`config.mk`:
```
export PLATFORM = sky130hd
export DESIGN_NAME = strideAddressGenerator
export DESIGN_NICKNAME = d
export VERILOG_FILES = /design/src/rtl/tpuPkg.sv /design/src/rtl/strideAddressGenerator.sv
export SDC_FILE = /design/constraint.sdc
export NUM_CORES = 1
export LEC_CHECK = 0
export ABC_AREA = 1
export BUFFER_PORTS_ARGS = -buffer_cell sky130_fd_sc_hd__buf_2
export CAP_MARGIN = 20
export CORE_ASPECT_RATIO = 0.9
export CORE_MARGIN = 2
export CORE_UTILIZATION = 30
export DETAILED_ROUTE_END_ITERATION = 12
export PLACE_DENSITY = 0.55
export REMOVE_ABC_BUFFERS = 1
export SYNTH_ARGS = -nofsm -noshare
export SYNTH_HDL_FRONTEND = slang
export SYNTH_SLANG_ARGS = --single-unit
```
`constraint.sdc`:
```
create_clock -name clock -period 4.02 [get_ports clock]
set_input_delay 0.402 -clock clock [delete_from_list [all_inputs] [get_ports clock]]
set_output_delay 0.402 -clock clock [all_outputs]
set_load 0.005 [all_outputs]
```
`src/rtl/tpuPkg.sv`:
```
////////////////////
// Shared types of the strided load/store unit
// Modules pull them in with a wildcard import in their header
////////////////////
package tpuPkg;

	localparam int ADDR_WIDTH = 8;
	localparam int DATA_WIDTH = 16;
	localparam int TAG_WIDTH = 4;

	typedef logic [ADDR_WIDTH-1:0] address_t;		// Memory word address
	typedef logic [DATA_WIDTH-1:0] data_t;			// Memory word

	////////////////////
	// Command side

	// One strided access, 24 bits
	typedef struct packed {
		address_t base;
		address_t stride;
		address_t length;							// Element count, zero allowed
	} accessDesc_t;

	typedef enum logic {
		OP_LOAD = 1'b0,
		OP_STORE = 1'b1
	} ldstOp_t;

	// Payload beside the descriptor, 21 bits
	typedef struct packed {
		ldstOp_t op;
		logic [TAG_WIDTH-1:0] tag;
		data_t storeValue;							// Written to every element of a store
	} ldstToken_t;

	////////////////////
	// Result side

	// One returned load element, 28 bits
	typedef struct packed {
		logic [TAG_WIDTH-1:0] tag;
		address_t index;							// Element number within the command
		data_t data;
	} ldstResult_t;

endpackage
```
`src/rtl/strideAddressGenerator.sv`:
```
////////////////////
// Walks the elements of one granted command at base + i * stride
// Each element is one four-phase req/ack exchange with the data memory
// Loads return every element, every command ends with a done pulse
////////////////////
`timescale 1ns/1ps

module strideAddressGenerator
	import tpuPkg::*;
(
	input logic clock,
	input logic reset,
	input logic stall,
	input logic headReq,
	input accessDesc_t headDesc,
	input ldstToken_t headToken,
	output logic grant,
	output logic memReq,
	output address_t memAddr,
	output logic memWrite,
	output data_t memWriteData,
	input logic memAck,
	input data_t memReadData,
	output logic resultValid,
	output ldstResult_t result,
	output logic doneValid,
	output logic [TAG_WIDTH-1:0] doneTag
);

	typedef enum logic [1:0] {
		IDLE,
		REQUEST,
		WAIT_RELEASE,
		FINISH
	} genState_t;

	genState_t state;
	accessDesc_t cmdDesc;							// Captured at grant
	ldstToken_t cmdToken;
	address_t curAddress;
	address_t elemIndex;

	assign grant = (state == IDLE) & headReq;		// headReq already masks stall
	assign memReq = state == REQUEST;
	assign memAddr = curAddress;
	assign memWrite = cmdToken.op == OP_STORE;
	assign memWriteData = cmdToken.storeValue;
	assign doneValid = state == FINISH;
	assign doneTag = cmdToken.tag;

	////////////////////
	// Control FSM
	always_ff @(posedge clock) begin
		if (reset) begin
			state <= IDLE;
			resultValid <= 1'b0;
		end else begin
			resultValid <= 1'b0;
			case (state)
				IDLE: begin
					if (grant) begin
						state <= (headDesc.length == '0) ? FINISH : REQUEST;
					end
				end
				REQUEST: begin
					if (memAck) begin
						state <= WAIT_RELEASE;		// Drop req after ack
						resultValid <= cmdToken.op == OP_LOAD;
					end
				end
				WAIT_RELEASE: begin
					if (!memAck) begin
						if (elemIndex == cmdDesc.length) begin
							state <= FINISH;
						end else if (!stall) begin
							state <= REQUEST;		// Stall holds off the next element only
						end
					end
				end
				default: state <= IDLE;				// FINISH lasts one cycle
			endcase
		end
	end

	////////////////////
	// Command and element registers
	always_ff @(posedge clock) begin
		if (grant) begin
			cmdDesc <= headDesc;
			cmdToken <= headToken;
			curAddress <= headDesc.base;
			elemIndex <= '0;
		end
		if (state == REQUEST && memAck) begin
			result <= '{tag: cmdToken.tag, index: elemIndex, data: memReadData};
			curAddress <= curAddress + cmdDesc.stride;	// Natural 8-bit wrap
			elemIndex <= elemIndex + 1'b1;
		end
	end

	// Request and its payload hold until the memory answers
	reqHeldUntilAck: assert property (
		@(posedge clock) disable iff (reset)
		memReq && !memAck |=> memReq && $stable(memAddr) && $stable(memWrite)
			&& $stable(memWriteData)
	);

	// A pop only happens with the memory ack released
	grantOnlyWhenQuiet: assert property (
		@(posedge clock) disable iff (reset)
		grant |-> !memAck
	);

endmodule

```
==> reports/metrics.yaml <==
h-tree-depth: 3
overflow: 0
fill_cells: 1031
layout_worst_path_cycle_share_pct: 53.5
grt_max_degree: 35
cts.root.buffer_cell: "clkbuf_16"
synth-seq-cells: 84
ys_top_cells_by_area: "edfxtp_1, nand2_1, ha_1"
gr-usage-all-layers_pct: 11.4
timing.rr.start: "state[0]"
grt_pass1_vias: 2141
r2r_end: "elemIndex[7]"
synthToLayoutAreaGrowth_pct: 32.0
synth_cells: 241
ios: 127
min_delay_worst_endpoint: "result[10]"
portBuffers: 126
initial_core_util_pct: 30.8
fmax_mhz: 465
critPathArrivalTime_ns: 1.75
ys_seq_area_share_pct: 74.9
drt-total-wl_um: 6710
hpwl_um: 4870
syn_avg_cell_area_um2: 13.8
path_max_fanout: 19
crit_required_ns: 3.62
start_kind: "flip-flop"
r2r_slack_ns: 2.04
vias: 2186
pre_cts_ws_ns: 1.99
final_util_pct: 40.6
outcome: "finished clean"
maxSlewHeadroom_pct: 50.2
hold_violations: 0
die_y_um: 104
synth_ff_type: "edfxtp_1"
layout-drive-gt1-share_pct: 40.3
grt_setup_unrepaired: "false"
worstRegToRegCells: 6
worst_pin_slew_ns: 0.746
critical_path_cell_count: 4
power.density_nw_per_um2: 656
holdBufCountCts: 0
hold_start: "memReadData[10]"
drtIter0Drc: 123
fin_nets: 452
crit_chain: "nor2_1 > nand2_1 > inv_1 > buf_2"
setup_ws_ns: 1.87
setup_violations: 0
final_max_slew_viol_count: 0
clkLatencyLatePin_ns: 0.33
coreArea_um2: 10800
postCtsSetupBuffers: 0
post_cts_resized: 0
antenna_found_initial: 0
first_pass_iters: 4
yosys.area.top_type: "edfxtp_1"
tritoncts: "done"
die_w_um: 115
crit_type: "reg2out"
vias_per_cell: 4.24
period_needed_ns: 2.15
netlist_top_cells_count: "edfxtp_1, nand2_1, inv_1, nor2_1"
ant_nets: 0
grt_pass1_wl_um: 10500
routedWlPerCell_um: 13.0
clkSinkCount: 84
min_path_cells: 1
end_kind: "output port"
syn-cell-area_um2: 3330
fin_cells: 515
num_antenna_cells: 0
synthMostInstantiatedCell: "edfxtp_1"
core.rowCount: 36
synth_edf_count: 81
cts_made_buffers: 9
dp.cells: 499
route.detailed.drc: 0
path_buf_inv: 2
critPathTopFamily: "buffers and inverters"
gp_congestion: 0.813
peakVddDrop_mv: 0.356
hold_path_class: "in2reg"
finClkSkew_ns: 0.00816
max_cap_viol_count: 0
async_reset_ff_share_pct: 0
cpPeakStageDelay_ns: 0.57
cts_max_path_buffers: 2
crit_slowest_cell: "inv_1"
yosys_warnings: 0
dieArea_um2: 12000
p_leak_nw: 1.89
setup_tns_ns: 0
yosysTopAreaCellShare_pct: 73.1
clkTransAtPathRegs_ns: 0.06
synth_cell_types: 29
## per-stage QoR
| stage | cell area, µm² | hold slack (ns) | total power [mW] |
|---|---|---|---|
| finish | 4390 | 0.242 | 2.88 |
| global route | 4390 | 0.222 | 3.08 |
| CTS | 4390 | 0.224 | 2.93 |
| detailed placement | 4120 | 0.431 | 2.15 |
| global placement | 4120 | 0.441 | 2.14 |
| floorplan | 3310 | 0.441 | 1.84 |
## cell type report
class                           instances  area (µm²)  area share (%)
Tap cell                              133         166            3.79
Timing Repair Buffer                  127         638            14.5
Clock inverter                          7        50.0            1.14
Clock buffer                            9         225            5.13
Sequential cell                        84        2490            56.8
Multi-Input combinational cell        131         729            16.6
Inverter                               24        90.1            2.05
## layer usage
| layer | GRT usage (%) | part of all wire [%] | wire length (µm) | up-vias |
|---|---|---|---|---|
| met2 | 17.3 | 44 | 2950 | 89 |
| met1 | 14.6 | 47 | 3150 | 980 |
| met4 | 4.48 | 1.6 | 106 | 0 |
| met3 | 4.37 | 7.5 | 501 | 8 |
| li1 | - | - | - | 1109 |
| met5 | 0 | 0 | 0 | - |
## worst register-to-register path: cells and delay by family (launching register included)
kind | cells | cell delay (ns)
AOI/OAI and AO/OA | 2 | 0.33
buffers and inverters | 2 | 0.71
DFF | 1 | 0.40
and+or+nand+nor | 2 | 0.38
## worst max path at each step
stage	from	slack, ns	end
final	state[1]	1.87	grant
after global routing	state[1]	1.75	grant
after CTS	state[1]	1.84	grant
after detailed placement	state[0]	1.99	elemIndex[7]
after global placement	state[0]	2.12	elemIndex[7]
after floorplan	memAddr[0]	2.25	memAddr[6]
## flip-flops by register name (all words and copies together) (netlist names)
name / count
result: 28
memAddr: 8
memWriteData: 16
state: 2
memWrite: 1
elemIndex: 8
doneTag: 4
cmdDesc: 16
resultValid: 1
## power by group
part / internal, mW / switching, mW
Sequential: 1.25 / 0.115
Clock: 0.420 / 0.340
Combinational: 0.293 / 0.457
Total: 1.97 / 0.912
## placed cells by master (no fill, tap or decap), types with 6 or more instances in the layout
cell type    n
nand3_1      7
inv_1       21
xnor2_1      6
ha_1         8
buf_2      126
clkbuf_16    9
nand2_1     53
o21ai_0      8
edfxtp_1    81
nor2_1      17
## cells by family (layout without fill, tap and decap cells)
family                   count (synthesis)  in the layout  share of synthesized area, %
AO/OA/AOI/OAI                           21             21                          3.95
XOR/XNOR                                10             10                          2.63
adder cells (fa/ha/maj)                  9              9                          3.61
buffers and inverters                   26            167                          3.20
flip-flops                              84             84                          74.9
AND/OR/NAND/NOR                         91             91                          11.7
Note: power is estimated with default switching activity, not from simulation.
