$ cat src/rtl/tpuPkg.sv
////////////////////
// Shared types of the strided load/store unit
// Modules pull them in with a wildcard import in their header
////////////////////
package tpuPkg;

	localparam int ADDR_WIDTH = 8;
	localparam int DATA_WIDTH = 16;
	localparam int TAG_WIDTH = 4;

	typedef logic [ADDR_WIDTH-1:0] address_t;		// Memory word address
	typedef logic [DATA_WIDTH-1:0] data_t;			// Memory word

	////////////////////
	// Command side

	// One strided access, 24 bits
	typedef struct packed {
		address_t base;
		address_t stride;
		address_t length;							// Element count, zero allowed
	} accessDesc_t;

	typedef enum logic {
		OP_LOAD = 1'b0,
		OP_STORE = 1'b1
	} ldstOp_t;

	// Payload beside the descriptor, 21 bits
	typedef struct packed {
		ldstOp_t op;
		logic [TAG_WIDTH-1:0] tag;
		data_t storeValue;							// Written to every element of a store
	} ldstToken_t;

	////////////////////
	// Result side

	// One returned load element, 28 bits
	typedef struct packed {
		logic [TAG_WIDTH-1:0] tag;
		address_t index;							// Element number within the command
		data_t data;
	} ldstResult_t;

endpackage
$ cat src/rtl/loadStoreTokenQueue.sv
////////////////////
// Command queue holding access descriptors and their tokens
// Head is popped by a one-cycle grant from the address generator
// Input side stalls while the queue is full
////////////////////
`timescale 1ns/1ps

module loadStoreTokenQueue
	import tpuPkg::*;
#(
	parameter int QUEUE_DEPTH = 8,
	parameter type TYPE = ldstToken_t
)(
	input logic clock,
	input logic reset,
	input logic stall,
	input logic grant,
	input logic cmdReq,
	input accessDesc_t cmdDesc,
	input TYPE cmdToken,
	output logic headReq,
	output accessDesc_t headDesc,
	output TYPE headToken,
	output logic cmdStall,
	output logic empty
);

	localparam int PTR_WIDTH = $clog2(QUEUE_DEPTH);

	accessDesc_t descBuffer [QUEUE_DEPTH];
	TYPE tokenBuffer [QUEUE_DEPTH];

	logic writeEnable;
	logic readEnable;
	logic [PTR_WIDTH-1:0] writeAddress;
	logic [PTR_WIDTH-1:0] readAddress;
	logic full;

	assign writeEnable = cmdReq & ~full;
	assign readEnable = grant & ~empty;

	assign headReq = ~empty & ~stall;				// Offer head only when not held off
	assign headDesc = descBuffer[readAddress];
	assign headToken = tokenBuffer[readAddress];
	assign cmdStall = full;

	// Entry storage
	always_ff @(posedge clock) begin
		if (writeEnable) begin
			descBuffer[writeAddress] <= cmdDesc;
			tokenBuffer[writeAddress] <= cmdToken;
		end
	end

	ringBufferControl #(
		.NUM_ENTRY(QUEUE_DEPTH),
		.PTR_WIDTH(PTR_WIDTH)
	) ringControl (
		.clock(clock),
		.reset(reset),
		.write(writeEnable),
		.read(readEnable),
		.writeAddress(writeAddress),
		.readAddress(readAddress),
		.full(full),
		.empty(empty),
		.count()
	);

	// Generator must never pop a missing entry
	noGrantWhenEmpty: assert property (
		@(posedge clock) disable iff (reset)
		grant |-> !empty
	);

endmodule

$ cat src/rtl/ringBufferControl.sv
////////////////////
// Pointer and occupancy control for a circular buffer
// Caller gates write with not-full and read with not-empty
////////////////////
`timescale 1ns/1ps

module ringBufferControl #(
	parameter int NUM_ENTRY = 8,
	parameter int PTR_WIDTH = $clog2(NUM_ENTRY)
)(
	input logic clock,
	input logic reset,
	input logic write,
	input logic read,
	output logic [PTR_WIDTH-1:0] writeAddress,
	output logic [PTR_WIDTH-1:0] readAddress,
	output logic full,
	output logic empty,
	output logic [PTR_WIDTH:0] count
);

	localparam logic [PTR_WIDTH-1:0] LAST_PTR = PTR_WIDTH'(NUM_ENTRY - 1);
	localparam logic [PTR_WIDTH:0] FULL_COUNT = (PTR_WIDTH + 1)'(NUM_ENTRY);

	assign full = count == FULL_COUNT;
	assign empty = count == '0;

	always_ff @(posedge clock) begin
		if (reset) begin
			writeAddress <= '0;
			readAddress <= '0;
			count <= '0;
		end else begin
			if (write) begin
				writeAddress <= (writeAddress == LAST_PTR) ? '0 : writeAddress + 1'b1;
			end
			if (read) begin
				readAddress <= (readAddress == LAST_PTR) ? '0 : readAddress + 1'b1;
			end
			case ({write, read})
				2'b10: count <= count + 1'b1;
				2'b01: count <= count - 1'b1;
				default: count <= count;			// Both or neither
			endcase
		end
	end

	// Occupancy stays within the buffer across any strobe sequence
	countBounded: assert property (
		@(posedge clock) disable iff (reset)
		count <= FULL_COUNT
	);

endmodule

$ cat config.mk
export PLATFORM = sky130hd
export DESIGN_NAME = loadStoreTokenQueue
export DESIGN_NICKNAME = d
export VERILOG_FILES = /design/src/rtl/tpuPkg.sv /design/src/rtl/loadStoreTokenQueue.sv /design/src/rtl/ringBufferControl.sv
export SDC_FILE = /design/constraint.sdc
export NUM_CORES = 1
export LEC_CHECK = 0
export CAP_MARGIN = 20
export CORE_MARGIN = 10
export CORE_UTILIZATION = 55
export CTS_CLUSTER_SIZE = 12
export DETAILED_ROUTE_END_ITERATION = 10
export DONT_BUFFER_PORTS = 1
export GPL_TIMING_DRIVEN = 0
export PLACE_DENSITY_LB_ADDON = 0.12
export SYNTH_ARGS = -nofsm -noshare
export SYNTH_HDL_FRONTEND = slang
export SYNTH_HIERARCHICAL = 1
export SYNTH_SLANG_ARGS = --single-unit
$ cat constraint.sdc
create_clock -name clock -period 7.1 [get_ports clock]
set_input_delay 1.42 -clock clock [delete_from_list [all_inputs] [get_ports clock]]
set_output_delay 1.42 -clock clock [all_outputs]
set_load 0.02 [all_outputs]
==> impl_metrics.csv <==
group,metric,value,unit
status,status,"complete, no violations",
global_routing,grt_pass1_wl,41.8,mm
finish,final_common_cell,"edfxtp_1",
setup_path,critical_path.endpoint_type,"primary output",
worst_hold_path,hold_class,"reg -> reg",
sta,rsz0062_at_grt,"false",
power,p_leak,5.23,nW
sta,worstMarginPinSlew,998,ps
floorplanning,num_io_pins,98,
synthesis,avgSynthCellArea,24.3,um2
clock_tree,cts_hold_buf,0,
power,p_per_area,322,nW/um2
clock_tree,postCtsSetupRepairBufs,0,
detailed_routing,drtIter0Drc,496,
job,cap_violations,0,
finish,multi_input_area,3340,um2
sta,setup-violations-final,0,
placement,hpwl,17.6,mm
setup_path,required,5680,ps
setup_path,path_class,"reg -> out",
clock_tree,cts.clk_slew.worst_paths,60,ps
clock_tree,clock_latency,510,ps
synthesis,synth-seq-cells,370,
setup_path,critPathMaxFanout,10,
synthesis,syn-instance-count,595,
sta,hold_violations,0,
power,finalPower,5.26,mW
global_routing,antenna_found_initial,0,
finish,num_antenna_cells,0,
clock_tree,cts_sinks,370,
sta,fmax,253,MHz
clock_tree,cts-buffers-inserted,38,
sta,relSlewSlack,33.3,%
finish,regArea,11000,um2
finish,final_nets,715,
setup_path,cp-start-kind,"register",
sta,setup_slack,3150,ps
synthesis,synth_fp_nets,652,
detailed_routing,ant_nets,0,
sta,drv_slew,0,
synthesis,ys_warn_count,6,
global_routing,grt_use_total,16.9,%
detailed_routing,drc,0,
detailed_routing,via_per_inst,6.17,
detailed_routing,routedWlPerCell,28.2,um
sta,fin_crit_sh,55.7,%
finish,drive_above_1_share,19.5,%
placement,preCtsSetupSlack,3470,ps
global_routing,overflow,0,
detailed_routing,wl,28.5,mm
sta,clock_skew,8.78,ps
setup_path,startpoint,"ringControl/readAddress[2]",
detailed_routing,drtPass1Iterations,4,
floorplanning,coreArea,26000,um2
placement,gp_congestion,0.710,
floorplanning,initial_utilization,55.7,%
finish,final.fill_count,1761,
setup_path,r2r_start,"ringControl/count[0]",
global_routing,grt_max_degree,25,
detailed_routing,num_vias,6241,
setup_path,arrival,2530,ps
placement,numPortBuffers,0,
sta,layout_min_cycle_time,3950,ps
finish,final_cell_mix,"edfxtp_1, mux4_1, mux2_2",
synthesis,ys_seq_area_share,76.0,%
floorplanning,die_h,182,um
floorplanning,die_w,182,um
setup_path,reg2reg_slack,4210,ps
floorplanning,num_rows,59,
floorplanning,die_area,33200,um2
global_routing,grt_pass1_vias,6645,
synthesis,ys_types,28,
clock_tree,cts-root-buf,"clkbuf_16",
clock_tree,cts_tree,"yes",
clock_tree,h-tree-depth,2,
synthesis,syn_area,14500,um2
clock_tree,cts_buffer_depth,3,
clock_tree,cts.repair.resized,0,
power,max-vdd-ir-drop,257,uV
finish,area_growth,12.8,%
worst_hold_path,hp-start,"ringControl/readAddress[1]",
## synth_stat cells (all sizes together)
master	n	area, um2
edfxtp	360	10800
o21ai	2	10.0
dfxtp	10	200
nor3b	1	7.51
o22ai	1	6.26
mux2	46	522
nand2	3	11.3
or3b	1	8.76
nor2b	3	18.8
nand3b	2	15.0
inv	1	3.75
nand2b	4	25.0
ha	7	87.6
a21oi	5	25.0
nor4	1	6.26
nor2	18	67.6
nor3	3	15.0
nor4b	1	8.76
mux2i	4	40.0
xor2	3	26.3
buf	19	154
mux4	90	2360
clkbuf	8	32.5
a32o	1	10.0
or3	1	6.26
## registers in the layout, summed over array words and instances (netlist names)
name	cells
tokenBuffer	168
ringControl/writeAddress	3
ringControl/count	4
descBuffer	192
ringControl/readAddress	3
## layout make-up
cell class / count / share of cell area (%)
sequential: 370 / 67.4
multi-input combinational: 197 / 20.4
clock buffer: 52 / 6.27
tap: 335 / 2.57
timing repair buffer: 23 / 1.99
buffer: 27 / 1.14
clock inverter: 6 / 0.207
inverter: 1 / 0.0230
## final timing paths
kind / endpoint / cells after the start
min: ringControl/readAddress[1] / 2
min reg2reg: ringControl/readAddress[1] / 2
max reg2reg: descBuffer[0][14] / 7
max: headToken[17] / 4
## per-stage QoR
stage | hold WS [ps] | cell area (um2) | utilization [%] | cells | TNS [ps]
finish | 510 | 16300 | 62.9 | 1011 | 0
global route | 552 | 16300 | 62.9 | 1011 | 0
CTS | 496 | 16300 | 62.9 | 1009 | 0
detailed placement | 487 | 15300 | 58.8 | 951 | 0
global placement | 473 | 14900 | 57.3 | 930 | -137690
floorplan | 462 | 14500 | - | 595 | 0
## routing by layer
| metal | share of wire, % | track usage [%] |
|---|---|---|
| met5 | 0 | 0 |
| met2 | 50 | 27.7 |
| met3 | 7.9 | 5.14 |
| met4 | 1.9 | 4.49 |
| met1 | 41 | 21.6 |
## cells by family (layout without fill, tap and decap cells)
kind of cell | after synthesis | count (layout) | share of synthesized area (%)
xor+xnor | 3 | 3 | 0.181
mux | 140 | 140 | 20.2
flops | 370 | 370 | 76.0
buf+inv | 28 | 109 | 1.31
fa+ha+maj | 7 | 7 | 0.605
simple gates | 38 | 38 | 1.31
compound gates | 9 | 9 | 0.354
## where the power goes
part / internal (mW) / switching (mW) / leakage (nW)
clock: 0.999 / 0.739 / 0.512
combinational: 0.454 / 0.540 / 1.37
sequential: 2.50 / 0.0306 / 3.35
## critical path, cell delays in order, from the launching register on
cell      delay, ps
dfxtp_1         370
clkbuf_2        280
buf_1           600
mux4_1          420
mux2_2          340
(Power assumes the default switching activity.)
